File: src/rtl/brisc_pkg.sv
package brisc_pkg;

  // Core datapath width
  localparam int unsigned XLEN = 32;

  // Byte address width seen by the memory stage
  localparam int unsigned ADDRESS_WIDTH = 16;

  // One data word as it moves through the stage
  typedef logic [XLEN-1:0] word_t;

  // Byte address, low bits select the lane within a word
  typedef logic [ADDRESS_WIDTH-1:0] addr_t;

  // Operation presented to the memory stage this cycle
  typedef enum logic [1:0] {
    IS_LOAD  = 2'd0,
    IS_STORE = 2'd1,
    // ALU instruction, the stage is free to drain one entry
    OTHER    = 2'd2
  } stb_ctrl_e;

  // Access size, byte loads zero-extend
  typedef enum logic {
    B = 1'b0,
    W = 1'b1
  } data_size_e;

endpackage

File: src/rtl/dmem_pkg.sv
package dmem_pkg;

  // Store buffer depth unless the top level overrides it
  localparam int unsigned DEF_STB_ENTRIES = 4;

  // Data memory depth in words
  localparam int unsigned DEF_MEM_WORDS = 256;

  // Lane geometry of a memory word
  localparam int unsigned BYTE_WIDTH = 8;
  localparam int unsigned BYTES_PER_WORD = 4;

  // Byte address bits below the word index
  localparam int unsigned WORD_SHIFT = $clog2(BYTES_PER_WORD);

  // One bit per byte lane on a write
  typedef logic [BYTES_PER_WORD-1:0] byte_en_t;

endpackage

File: src/rtl/load_align.sv
`timescale 1ns/1ps

module load_align
  import brisc_pkg::*;
  import dmem_pkg::*;
(
  input  logic       clk,
  input  logic       reset,
  input  logic       enable,
  input  stb_ctrl_e  stb_ctrl,
  input  addr_t      addr,
  input  data_size_e data_size,
  input  logic       stall,
  input  logic       fwd_hit,
  input  word_t      fwd_data,
  input  data_size_e fwd_size,
  input  word_t      mem_rd_data,
  output logic       load_valid,
  output word_t      load_data
);

  logic                  load_fire;
  word_t                 src_data;
  logic [BYTE_WIDTH-1:0] load_byte;
  word_t                 result;

  assign load_fire = enable && (stb_ctrl == IS_LOAD) && !stall;

  // Buffer wins over memory when it holds the youngest copy
  assign src_data = fwd_hit ? fwd_data : mem_rd_data;

  always_comb begin
    if (fwd_hit && fwd_size == B) begin
      // Byte entry keeps its byte unshifted
      load_byte = fwd_data[BYTE_WIDTH-1:0];
    end else begin
      load_byte = src_data[addr[WORD_SHIFT-1:0] * BYTE_WIDTH +: BYTE_WIDTH];
    end

    if (data_size == B) begin
      result = word_t'(load_byte);
    end else begin
      result = src_data;
    end
  end

  // One pulse per load, low again on any idle or disabled cycle
  always_ff @(posedge clk) begin
    if (reset) begin
      load_valid <= 1'b0;
    end else begin
      load_valid <= load_fire;
    end
  end

  always_ff @(posedge clk) begin
    if (load_fire) begin
      load_data <= result;
    end
  end

endmodule

File: config.mk
export PLATFORM = sky130hd
export DESIGN_NAME = load_align
export DESIGN_NICKNAME = d
export VERILOG_FILES = /design/src/rtl/brisc_pkg.sv /design/src/rtl/dmem_pkg.sv /design/src/rtl/load_align.sv
export SDC_FILE = /design/constraint.sdc
export NUM_CORES = 1
export LEC_CHECK = 0
export BUFFER_PORTS_ARGS = -buffer_cell sky130_fd_sc_hd__buf_4
export CORE_ASPECT_RATIO = 2
export CORE_MARGIN = 3
export CORE_UTILIZATION = 30
export DETAILED_ROUTE_END_ITERATION = 8
export PLACE_DENSITY = 0.71
export SYNTH_ARGS = -nofsm -noshare
export SYNTH_HDL_FRONTEND = slang
export SYNTH_SLANG_ARGS = --single-unit
File: constraint.sdc
create_clock -name clk -period 6.48 [get_ports clk]
set_clock_uncertainty 0.05 [all_clocks]
set_input_delay 0.648 -clock clk [delete_from_list [all_inputs] [get_ports clk]]
set_output_delay 0.648 -clock clk [all_outputs]
set_load 0.05 [all_outputs]
==> impl_metrics.yaml <==
run_status:
  outcome: "complete, no violations"
placement:
  dp_cells: 313
  gp_congestion: 0.6865
  pre_cts_ws_ps: 4194
  dp_hpwl_microns: 3889
  placed_area_sq_um: 2734
  io_buffers: 107
global_route:
  grt_max_degree: 37
  grt_pass1_vias: 1515
  grt_pass1_wl_microns: 7803
  grt_overflow: 0
  antenna_found_initial: 0
  grt_util_all_layers: 0.1395
final_layout:
  syn2layout_area_growth_pct: 52.34
  num_antenna_cells: 0
  design_area_sq_um: 2892
  fill_cells: 561
  stdcell_count: 321
  nets: 325
  layout-drive-gt1-share: 0.5570
  utilization: 0.4775
power:
  irDropWorstVdd_mv: 0.1230
  p_clk_frac: 0.395
  power_frac_seq: 0.398
  p_switching_mw: 0.1445
  finalPower_mw: 0.6159
  p_leak_nw: 1.248
  power_frac_comb: 0.208
  swShare: 0.2347
  powerDensity_nw_per_um2: 213.0
  p_int_mw: 0.4714
clocking:
  cts_tree: "done"
  ctsHoldBuffers: 0
  h-tree-depth: 2
  cts_sinks: 33
  cts_resized: 0
  numCtsBuffers: 5
  clockRootBuffer: "clkbuf_16"
  clk_pin_slew_ps: 50
  cts_buffer_depth: 2
  postCtsSetupRepairBufs: 0
worst_setup_path:
  endpoint_kind: "register"
  critPathBufInv: 1
  path_delay_family: "multiplexers"
  crit_fanout: 36
  worstPathRequired_ps: 6510
  crit_path_max_incr_delay_ps: 490
  cp-start-kind: "primary input"
  crit_type: "primary input to register"
  crit_path_cell_trace: "buf_4, mux2i_1, mux4_2, a221oi_1"
  slowest_stage: "mux4_2"
  crit_arrival_ps: 2040
die:
  start_util: 0.3134
  dieArea_sq_um: 7375
  core_area_sq_um: 6056
  io_pins: 122
  rows: 40
  dieWidth_microns: 62.25
  die_h_microns: 118.5
synthesis:
  yosysTopAreaCell: "edfxtp_1"
  ys_seq_elements: 33
  synth_area_sq_um: 1898
  postSynthCellCount: 131
  avgSynthCellArea_sq_um: 14.49
  ys_seq_area_frac: 0.5168
  synthTopCellsByArea: "edfxtp_1 (51%), mux2i_1 (17%), mux4_2 (9.5%)"
  synth_edf_count: 32
  synthDistinctLibCells: 20
  async_flop_share: 0
  ys_warn_count: 0
  synth-main-ff-cell: "edfxtp_1"
  synth_top_area_frac: 0.5063
  netlist_top_cells_count: "edfxtp_1 (32), mux2i_1 (32), nor2b_1 (12), a21oi_1 (8), mux4_2 (8)"
  synthesis.nets: 220
route:
  vias_per_cell: 4.592
  ant_nets: 0
  dr.pass1.iters: 4
  drc: 0
  drt_wl_total_microns: 5131
  drtIter0Drc: 55
  vias: 1474
  route.detailed.wl_per_inst_microns: 15.98
timing:
  whs_ps: 476.6
  post-route-min-period_ps: 2012
  slew_headroom: 0.4259
  tightest_slew_ps: 861.1
  finalHoldViolCount: 0
  timing.final.crit_share: 0.3105
  finalSetupViolCount: 0
  fin_setup_tns_ps: 0
  rsz0062_at_grt: "no"
  fmax_mhz: 497.0
  report.final.slew_viol_count: 0
  fin_ws_ps: 4468
min_path:
  holdCritPathClass: "primary input to register"
flow_run:
  max_cap_viol_count: 0
logic make-up after synthesis:
group	synth area share
mux	0.2637
flops	0.5168
simple gates	0.1121
compound gates	0.05801
buf+inv	0.04943
cells in the final DEF, fill, tap and decap left out, types with 2 or more instances in the layout:
cell type and instances:
buf_4 108, mux2i_1 32, edfxtp_1 32, nor2b_1 12, mux4_2 8, a21oi_1 8
o32ai_1 7, and2b_1 7, and2b_2 7, clkbuf_16 5, inv_1 2, clkbuf_8 2
path summary, 6_finish.rpt:
check / from / to / slack, ps / depth (start not counted)
worst min-delay path: reset / load_valid / 480 / 2
worst max-delay path: fwd_hit / load_data[6] / 4470 / 4
power by group through the flow:
stage | Clock [mW] | Sequential, mW | Combinational [mW]
3_3_place_gp | 0 | 0.249 | 0.128
4_1_cts | 0.248 | 0.245 | 0.130
5_1_grt | 0.258 | 0.246 | 0.138
3_5_place_dp | 0 | 0.249 | 0.130
6_report | 0.243 | 0.245 | 0.128
2_1_floorplan | 0 | 0.273 | 0.0536
final cells by class:
type                    count  area (sq um)  share of cell area
clock buffers               7         152.6             0.05279
inverters                   2         7.507            0.002596
clock inverters             1         5.005            0.001731
flip-flops and latches     33         980.9              0.3392
repair buffers            108         810.8              0.2804
multi-input cells          86         829.5              0.2869
well taps                  84         105.1             0.03635
state kept, by name, summed over array words and instances (netlist names):
| name | cells |
|---|---|
| load_valid | 1 |
| load_data | 32 |
metal layers:
metal	GRT usage	up-vias	routed length [microns]
met2	0.2797	50	3137
met4	0.04986	0	76
met1	0.1389	701	1665
met3	0.02281	6	251
met5	0	-	0
li1	-	717	-
No activity file was read; power rests on OpenSTA's default activity.
