===== config.mk =====
export PLATFORM = sky130hd
export DESIGN_NAME = store_buffer
export DESIGN_NICKNAME = d
export VERILOG_FILES = /design/src/rtl/brisc_pkg.sv /design/src/rtl/dmem_pkg.sv /design/src/rtl/store_buffer.sv
export SDC_FILE = /design/constraint.sdc
export NUM_CORES = 1
export LEC_CHECK = 0
export BUFFER_PORTS_ARGS = -buffer_cell sky130_fd_sc_hd__buf_2
export CAP_MARGIN = 20
export CORE_UTILIZATION = 25
export DETAILED_ROUTE_END_ITERATION = 10
export SYNTH_ARGS = -nofsm -noshare
export SYNTH_HDL_FRONTEND = slang
export SYNTH_SLANG_ARGS = --single-unit
export TNS_END_PERCENT = 50

===== constraint.sdc =====
create_clock -name clk -period 5.2 [get_ports clk]
set_clock_uncertainty 0.1 [all_clocks]
set_input_delay 0.52 -clock clk [delete_from_list [all_inputs] [get_ports clk]]
set_output_delay 0.52 -clock clk [all_outputs]
set_load 0.05 [all_outputs]

===== src/rtl/brisc_pkg.sv =====
package brisc_pkg;

  // Core datapath width
  localparam int unsigned XLEN = 32;

  // Byte address width seen by the memory stage
  localparam int unsigned ADDRESS_WIDTH = 16;

  // One data word as it moves through the stage
  typedef logic [XLEN-1:0] word_t;

  // Byte address, low bits select the lane within a word
  typedef logic [ADDRESS_WIDTH-1:0] addr_t;

  // Operation presented to the memory stage this cycle
  typedef enum logic [1:0] {
    IS_LOAD  = 2'd0,
    IS_STORE = 2'd1,
    // ALU instruction, the stage is free to drain one entry
    OTHER    = 2'd2
  } stb_ctrl_e;

  // Access size, byte loads zero-extend
  typedef enum logic {
    B = 1'b0,
    W = 1'b1
  } data_size_e;

endpackage


===== src/rtl/dmem_pkg.sv =====
package dmem_pkg;

  // Store buffer depth unless the top level overrides it
  localparam int unsigned DEF_STB_ENTRIES = 4;

  // Data memory depth in words
  localparam int unsigned DEF_MEM_WORDS = 256;

  // Lane geometry of a memory word
  localparam int unsigned BYTE_WIDTH = 8;
  localparam int unsigned BYTES_PER_WORD = 4;

  // Byte address bits below the word index
  localparam int unsigned WORD_SHIFT = $clog2(BYTES_PER_WORD);

  // One bit per byte lane on a write
  typedef logic [BYTES_PER_WORD-1:0] byte_en_t;

endpackage


===== src/rtl/store_buffer.sv =====
`timescale 1ns/1ps

module store_buffer
  import brisc_pkg::*;
  import dmem_pkg::*;
#(
  parameter int unsigned NUM_ENTRIES = DEF_STB_ENTRIES
) (
  input  logic       clk,
  input  logic       reset,
  input  logic       enable,
  input  stb_ctrl_e  stb_ctrl,
  input  addr_t      addr,
  input  word_t      write_data,
  input  data_size_e data_size,
  output logic       mem_write,
  output addr_t      mem_addr,
  output word_t      mem_data,
  output data_size_e mem_size,
  output logic       fwd_hit,
  output word_t      fwd_data,
  output data_size_e fwd_size,
  output logic       stall
);

  localparam int unsigned PTR_W = (NUM_ENTRIES > 1) ? $clog2(NUM_ENTRIES) : 1;

  // Entry payload, only the valid bits are reset
  addr_t            entry_addr [NUM_ENTRIES];
  word_t            entry_data [NUM_ENTRIES];
  data_size_e       entry_size [NUM_ENTRIES];
  logic [NUM_ENTRIES-1:0] entry_valid;

  logic [PTR_W-1:0] rd_ptr;
  logic [PTR_W-1:0] wr_ptr;
  logic [PTR_W:0]   count;

  logic             is_load;
  logic             is_store;
  logic             is_other;
  logic             full;
  logic             empty;
  logic             fwd_match;
  logic [PTR_W-1:0] fwd_idx;
  logic             byte_overlap;
  logic             load_overlap;
  logic             drain;
  logic             accept;

  function automatic logic [PTR_W-1:0] next_ptr(input logic [PTR_W-1:0] ptr);
    if (ptr == PTR_W'(NUM_ENTRIES - 1)) begin
      return '0;
    end
    return ptr + 1'b1;
  endfunction

  assign is_load  = (stb_ctrl == IS_LOAD);
  assign is_store = (stb_ctrl == IS_STORE);
  assign is_other = (stb_ctrl == OTHER);
  assign full     = (count == NUM_ENTRIES);
  assign empty    = (count == 0);

  // Walk oldest to youngest so the last match is the youngest one
  always_comb begin
    int unsigned idx;
    idx = 0;
    fwd_match = 1'b0;
    fwd_idx = '0;
    byte_overlap = 1'b0;
    for (int unsigned i = 0; i < NUM_ENTRIES; i++) begin
      idx = (rd_ptr + i) % NUM_ENTRIES;
      if (entry_valid[idx] &&
          entry_addr[idx][ADDRESS_WIDTH-1:WORD_SHIFT] == addr[ADDRESS_WIDTH-1:WORD_SHIFT]) begin
        if (entry_size[idx] == W) begin
          fwd_match = 1'b1;
          fwd_idx = PTR_W'(idx);
        end else begin
          byte_overlap = 1'b1;
          // A byte entry covers only a byte load of that same byte
          if (data_size == B && entry_addr[idx] == addr) begin
            fwd_match = 1'b1;
            fwd_idx = PTR_W'(idx);
          end
        end
      end
    end
  end

  // Word load over a buffered byte, must drain before it can read memory
  assign load_overlap = is_load && (data_size == W) && byte_overlap;

  assign drain = (is_store && full) || (is_other && !empty) || load_overlap;

  // Never both in one cycle, a draining store finds the buffer full
  assign accept = is_store && !full && !drain;

  assign stall = (is_store && full) || load_overlap;

  // Oldest entry goes to memory
  assign mem_write = enable && drain;
  assign mem_addr  = entry_addr[rd_ptr];
  assign mem_data  = entry_data[rd_ptr];
  assign mem_size  = entry_size[rd_ptr];

  assign fwd_hit  = is_load && fwd_match;
  assign fwd_data = entry_data[fwd_idx];
  assign fwd_size = entry_size[fwd_idx];

  always_ff @(posedge clk) begin
    if (reset) begin
      rd_ptr <= '0;
      wr_ptr <= '0;
      count <= '0;
      entry_valid <= '0;
    end else if (enable) begin
      if (drain) begin
        entry_valid[rd_ptr] <= 1'b0;
        rd_ptr <= next_ptr(rd_ptr);
        count <= count - 1'b1;
      end else if (accept) begin
        entry_valid[wr_ptr] <= 1'b1;
        wr_ptr <= next_ptr(wr_ptr);
        count <= count + 1'b1;
      end
    end
  end

  always_ff @(posedge clk) begin
    if (enable && accept) begin
      entry_addr[wr_ptr] <= addr;
      entry_data[wr_ptr] <= write_data;
      entry_size[wr_ptr] <= data_size;
    end
  end

endmodule


==> reports/metrics.yaml <==
power.leakage_uw: 0.005872
fin_area_sq_um: 15990
die_h_um: 231.2
pre_cts_ws_ns: 0.3021
r2r-end: "count[2]$_SDFFE_PP0P_"
cts_htree_levels: 1
syn_avg_cell_area_sq_um: 13.20
period_share_pct: 96.48
synth.distinct_cells: 69
synthesis.nets: 1058
path_class: "flip-flop to output port"
gp_congestion: 0.8174
ys_warn_count: 0
first_iter_violations: 652
coreArea_sq_um: 51610
synth_edf_count: 196
required_ns: 4.58
post_drt_wl_per_cell_um: 21.32
max_freq_ghz: 0.1993
crit_family: "buffers and inverters"
final-setup-viol-count: 0
grt_use_met3_pct: 2.301
hold_viol: 0
row_count: 83
seqCellArea_sq_um: 6155
initial_core_util_pct: 25.45
final_antenna_net_count: 0
regToRegStartpoint: "rd_ptr[0]$_SDFFE_PP0P_"
finalWorstSetupSlack_ns: 0.1831
min_path_type: "input port to flip-flop"
synth_simple_gate_area_share_pct: 9.735
die_w_um: 231.2
io_pins: 139
tns_ns: 0
num-nets-final: 1212
syn_area_sq_um: 13140
muxShareOfSynthArea_pct: 24.75
wl_mm: 39.48
cap_violations: 0
slew_headroom_pct: 36.97
swShare_pct: 24.91
crit_chain: "inv_2 > ha_4 > buf_12 > mux4_2 > xor2_1 > or3_1 > a21oi_1 > and4b_1 > a211oi_2 > buf_4 > o31ai_4 > buf_12 > buf_12 > o21ai_1 > o211ai_2 > buf_4"
fillCellCount: 5076
synth_top_family_by_area: "multiplexers"
start_kind: "flip-flop"
grt_first_pass_wirelength_mm: 57.07
numCtsBuffers: 27
startpoint: "rd_ptr[0]$_SDFFE_PP0P_"
rsz0062_at_grt: "false"
grt_pass1_vias: 9295
final_max_slew_viol_count: 0
crit_arrival_ns: 4.40
cpPeakStageDelay_ns: 0.52
ys_ff_latch: 209
synth-adder-area-share_pct: 0.9145
worst_ir_drop_vdd_mv: 0.2079
clkSinkCount: 209
grtUsageMet2_pct: 23.50
crit_path_end_kind: "output port"
async_flop_share_pct: 0
p_sw_uw: 1049
multi_input_area_sq_um: 6535
tightestPinTransition_ns: 0.9455
drt_pass1_iterations: 5
worst-path-buf-inv: 6
final_common_cell: "edfxtp_1"
endpoint: "fwd_data[12]"
power_frac_clock_pct: 45.2
insertion_delay_ns: 0.53
clkTransAtPathRegs_ns: 0.06
fin_crit_ns: 5.017
r2r_setup_slack_ns: 1.68
antenna_found_initial: 7
layout-drive-gt1-share_pct: 36.13
synth-seq-area-share_pct: 46.79
root_buffer: "clkbuf_16"
synth_cells: 995
synth_compound_area_share_pct: 9.021
comb_power_share_pct: 10.3
synthFlopType: "edfxtp_1"
p_per_area_nw_per_um2: 263.4
track_usage_pct: 13.99
cts_max_path_buffers: 3
grt-ovfl-total: 0
dp_hpwl_mm: 24.71
holdWs_ns: 0.08906
slowest_stage: "mux4_2"
die_area_sq_um: 53460
cp_num_cells: 16
power_uw: 4211
cts_tree: "built"
grt.met1_usage_pct: 18.36
p_seq_share_pct: 44.5
grt_start_max_net_pins: 63
intPower_uw: 3162
port_buffers: 138
dpl_cell_area_sq_um: 14640
status: "finished, final reports clean"
drcViolationCount: 0
rr_worst_depth: 13
crit_top_cell: "buf_12"
viasPerCell: 5.010
area_delta_synth_final_pct: 21.72
final_cell_mix: "196 x edfxtp_1, 119 x buf_2, 88 x mux2i_1"
worstPathMaxFanout: 18
grt.busiest_layer: "met2"
vias: 9278
synth_xor_area_share_pct: 4.868
-- per-layer routing --
| layer | routed length [um] | share of wire (%) | vias up |
|---|---|---|---|
| met1 | 17300 | 44 | 4751 |
| li1 | - | - | 4187 |
| met2 | 19080 | 48 | 283 |
| met5 | 13 | 0.033 | - |
| met3 | 2191 | 5.5 | 55 |
| met4 | 902 | 2.3 | 2 |
-- how the worst min path moves through the flow --
| stage | start | end | slack [ns] | cells past startpoint |
|---|---|---|---|---|
| floorplan | entry_valid[3]$_SDFFE_PP0P_ | entry_valid[3]$_SDFFE_PP0P_ | 0.40 | 2 |
| global placement | entry_valid[1]$_SDFFE_PP0P_ | entry_valid[1]$_SDFFE_PP0P_ | 0.43 | 2 |
| detailed placement | entry_valid[1]$_SDFFE_PP0P_ | entry_valid[1]$_SDFFE_PP0P_ | 0.42 | 2 |
| CTS | write_data[29] | entry_data[3][29]$_DFFE_PP_ | 0.05 | 1 |
| global route | write_data[29] | entry_data[3][29]$_DFFE_PP_ | 0.06 | 1 |
| finish | write_data[29] | entry_data[3][29]$_DFFE_PP_ | 0.09 | 1 |
-- flip-flops by register name (all words and copies together), names as in the netlist, named ones only --
| name | cells |
|---|---|
| rd_ptr | 2 |
| entry_size | 4 |
| entry_data | 128 |
| wr_ptr | 2 |
| entry_valid | 4 |
| count | 3 |
| entry_addr | 64 |
-- power by group through the flow --
stage	combinational, uW	sequential, uW	clock [uW]
global placement	408	1910	0
detailed placement	414	1910	0
finish	434	1870	1900
floorplan	292	1910	0
CTS	419	1880	1950
global route	461	1880	2010
-- cells in the mapped netlist (5+ instances only) --
cell	number	area, sq um
a211oi_1	6	45.04
a21oi_1	6	30.03
a31oi_1	35	219.0
and2_1	6	37.54
and3_1	31	193.9
buf_1	9	33.78
buf_2	25	125.1
buf_6	16	180.2
clkbuf_1	24	90.09
dfxtp_1	13	260.3
edfxtp_1	196	5886
ha_1	8	100.1
inv_1	14	52.55
mux2_4	29	435.4
mux2i_1	90	900.9
mux4_2	83	1869
nand2_1	81	304.0
nand3_1	8	40.04
nand4_1	17	106.4
nor2_1	85	319.1
nor3_1	7	35.03
o211ai_2	28	350.3
o21ai_0	5	25.02
o21ai_1	33	165.2
xnor2_1	44	385.4
xor2_1	29	254.0
-- worst register-to-register path, cell delays in order (launching register included) --
cell	delay, ns
dfxtp_4	0.38
inv_2	0.06
ha_4	0.27
buf_12	0.16
mux4_2	0.52
xor2_1	0.29
nor4_2	0.08
buf_4	0.16
nand4bb_1	0.13
a31o_1	0.24
nand2_1	0.11
fa_1	0.40
o21ai_1	0.16
mux2_2	0.34
-- kinds of logic (layout without fill, tap and decap cells) --
family                   count (synthesis)  in the layout
other                                    0              4
buffers and inverters                   92            264
multiplexers                           206            206
AND/OR/NAND/NOR                        260            261
flip-flops                             209            209
XOR/XNOR                                73             73
AO/OA/AOI/OAI                          146            146
adder cells (fa/ha/maj)                  9              9
-- area by class of cell --
type                    instances  share of cell area [%]
multi-input cells             695                   40.88
flip-flops and latches        209                   38.50
repair buffers                201                   9.274
well taps                     680                   5.322
clock buffers                  30                   4.296
clock inverters                18                   1.323
inverters                      15                  0.3522
diodes                          4                 0.06261
-- repair_timing --
item / CTS / global route
endpoints found under the setup margin: 33 / 33
gates resized for setup: 6 / 28
buffers inserted: 5 / 18
hold buffers: 0 / 0
pin swaps: 4 / 8
gates cloned: 2 / 4
-- stage by stage --
stage,cells,util [%]
after floorplan,995,-
after global placement,1771,28.36
after detailed placement,1771,28.36
after CTS,1826,30.32
after global routing,1850,30.97
final,1852,30.98
Power figures use the tool's default switching activity.
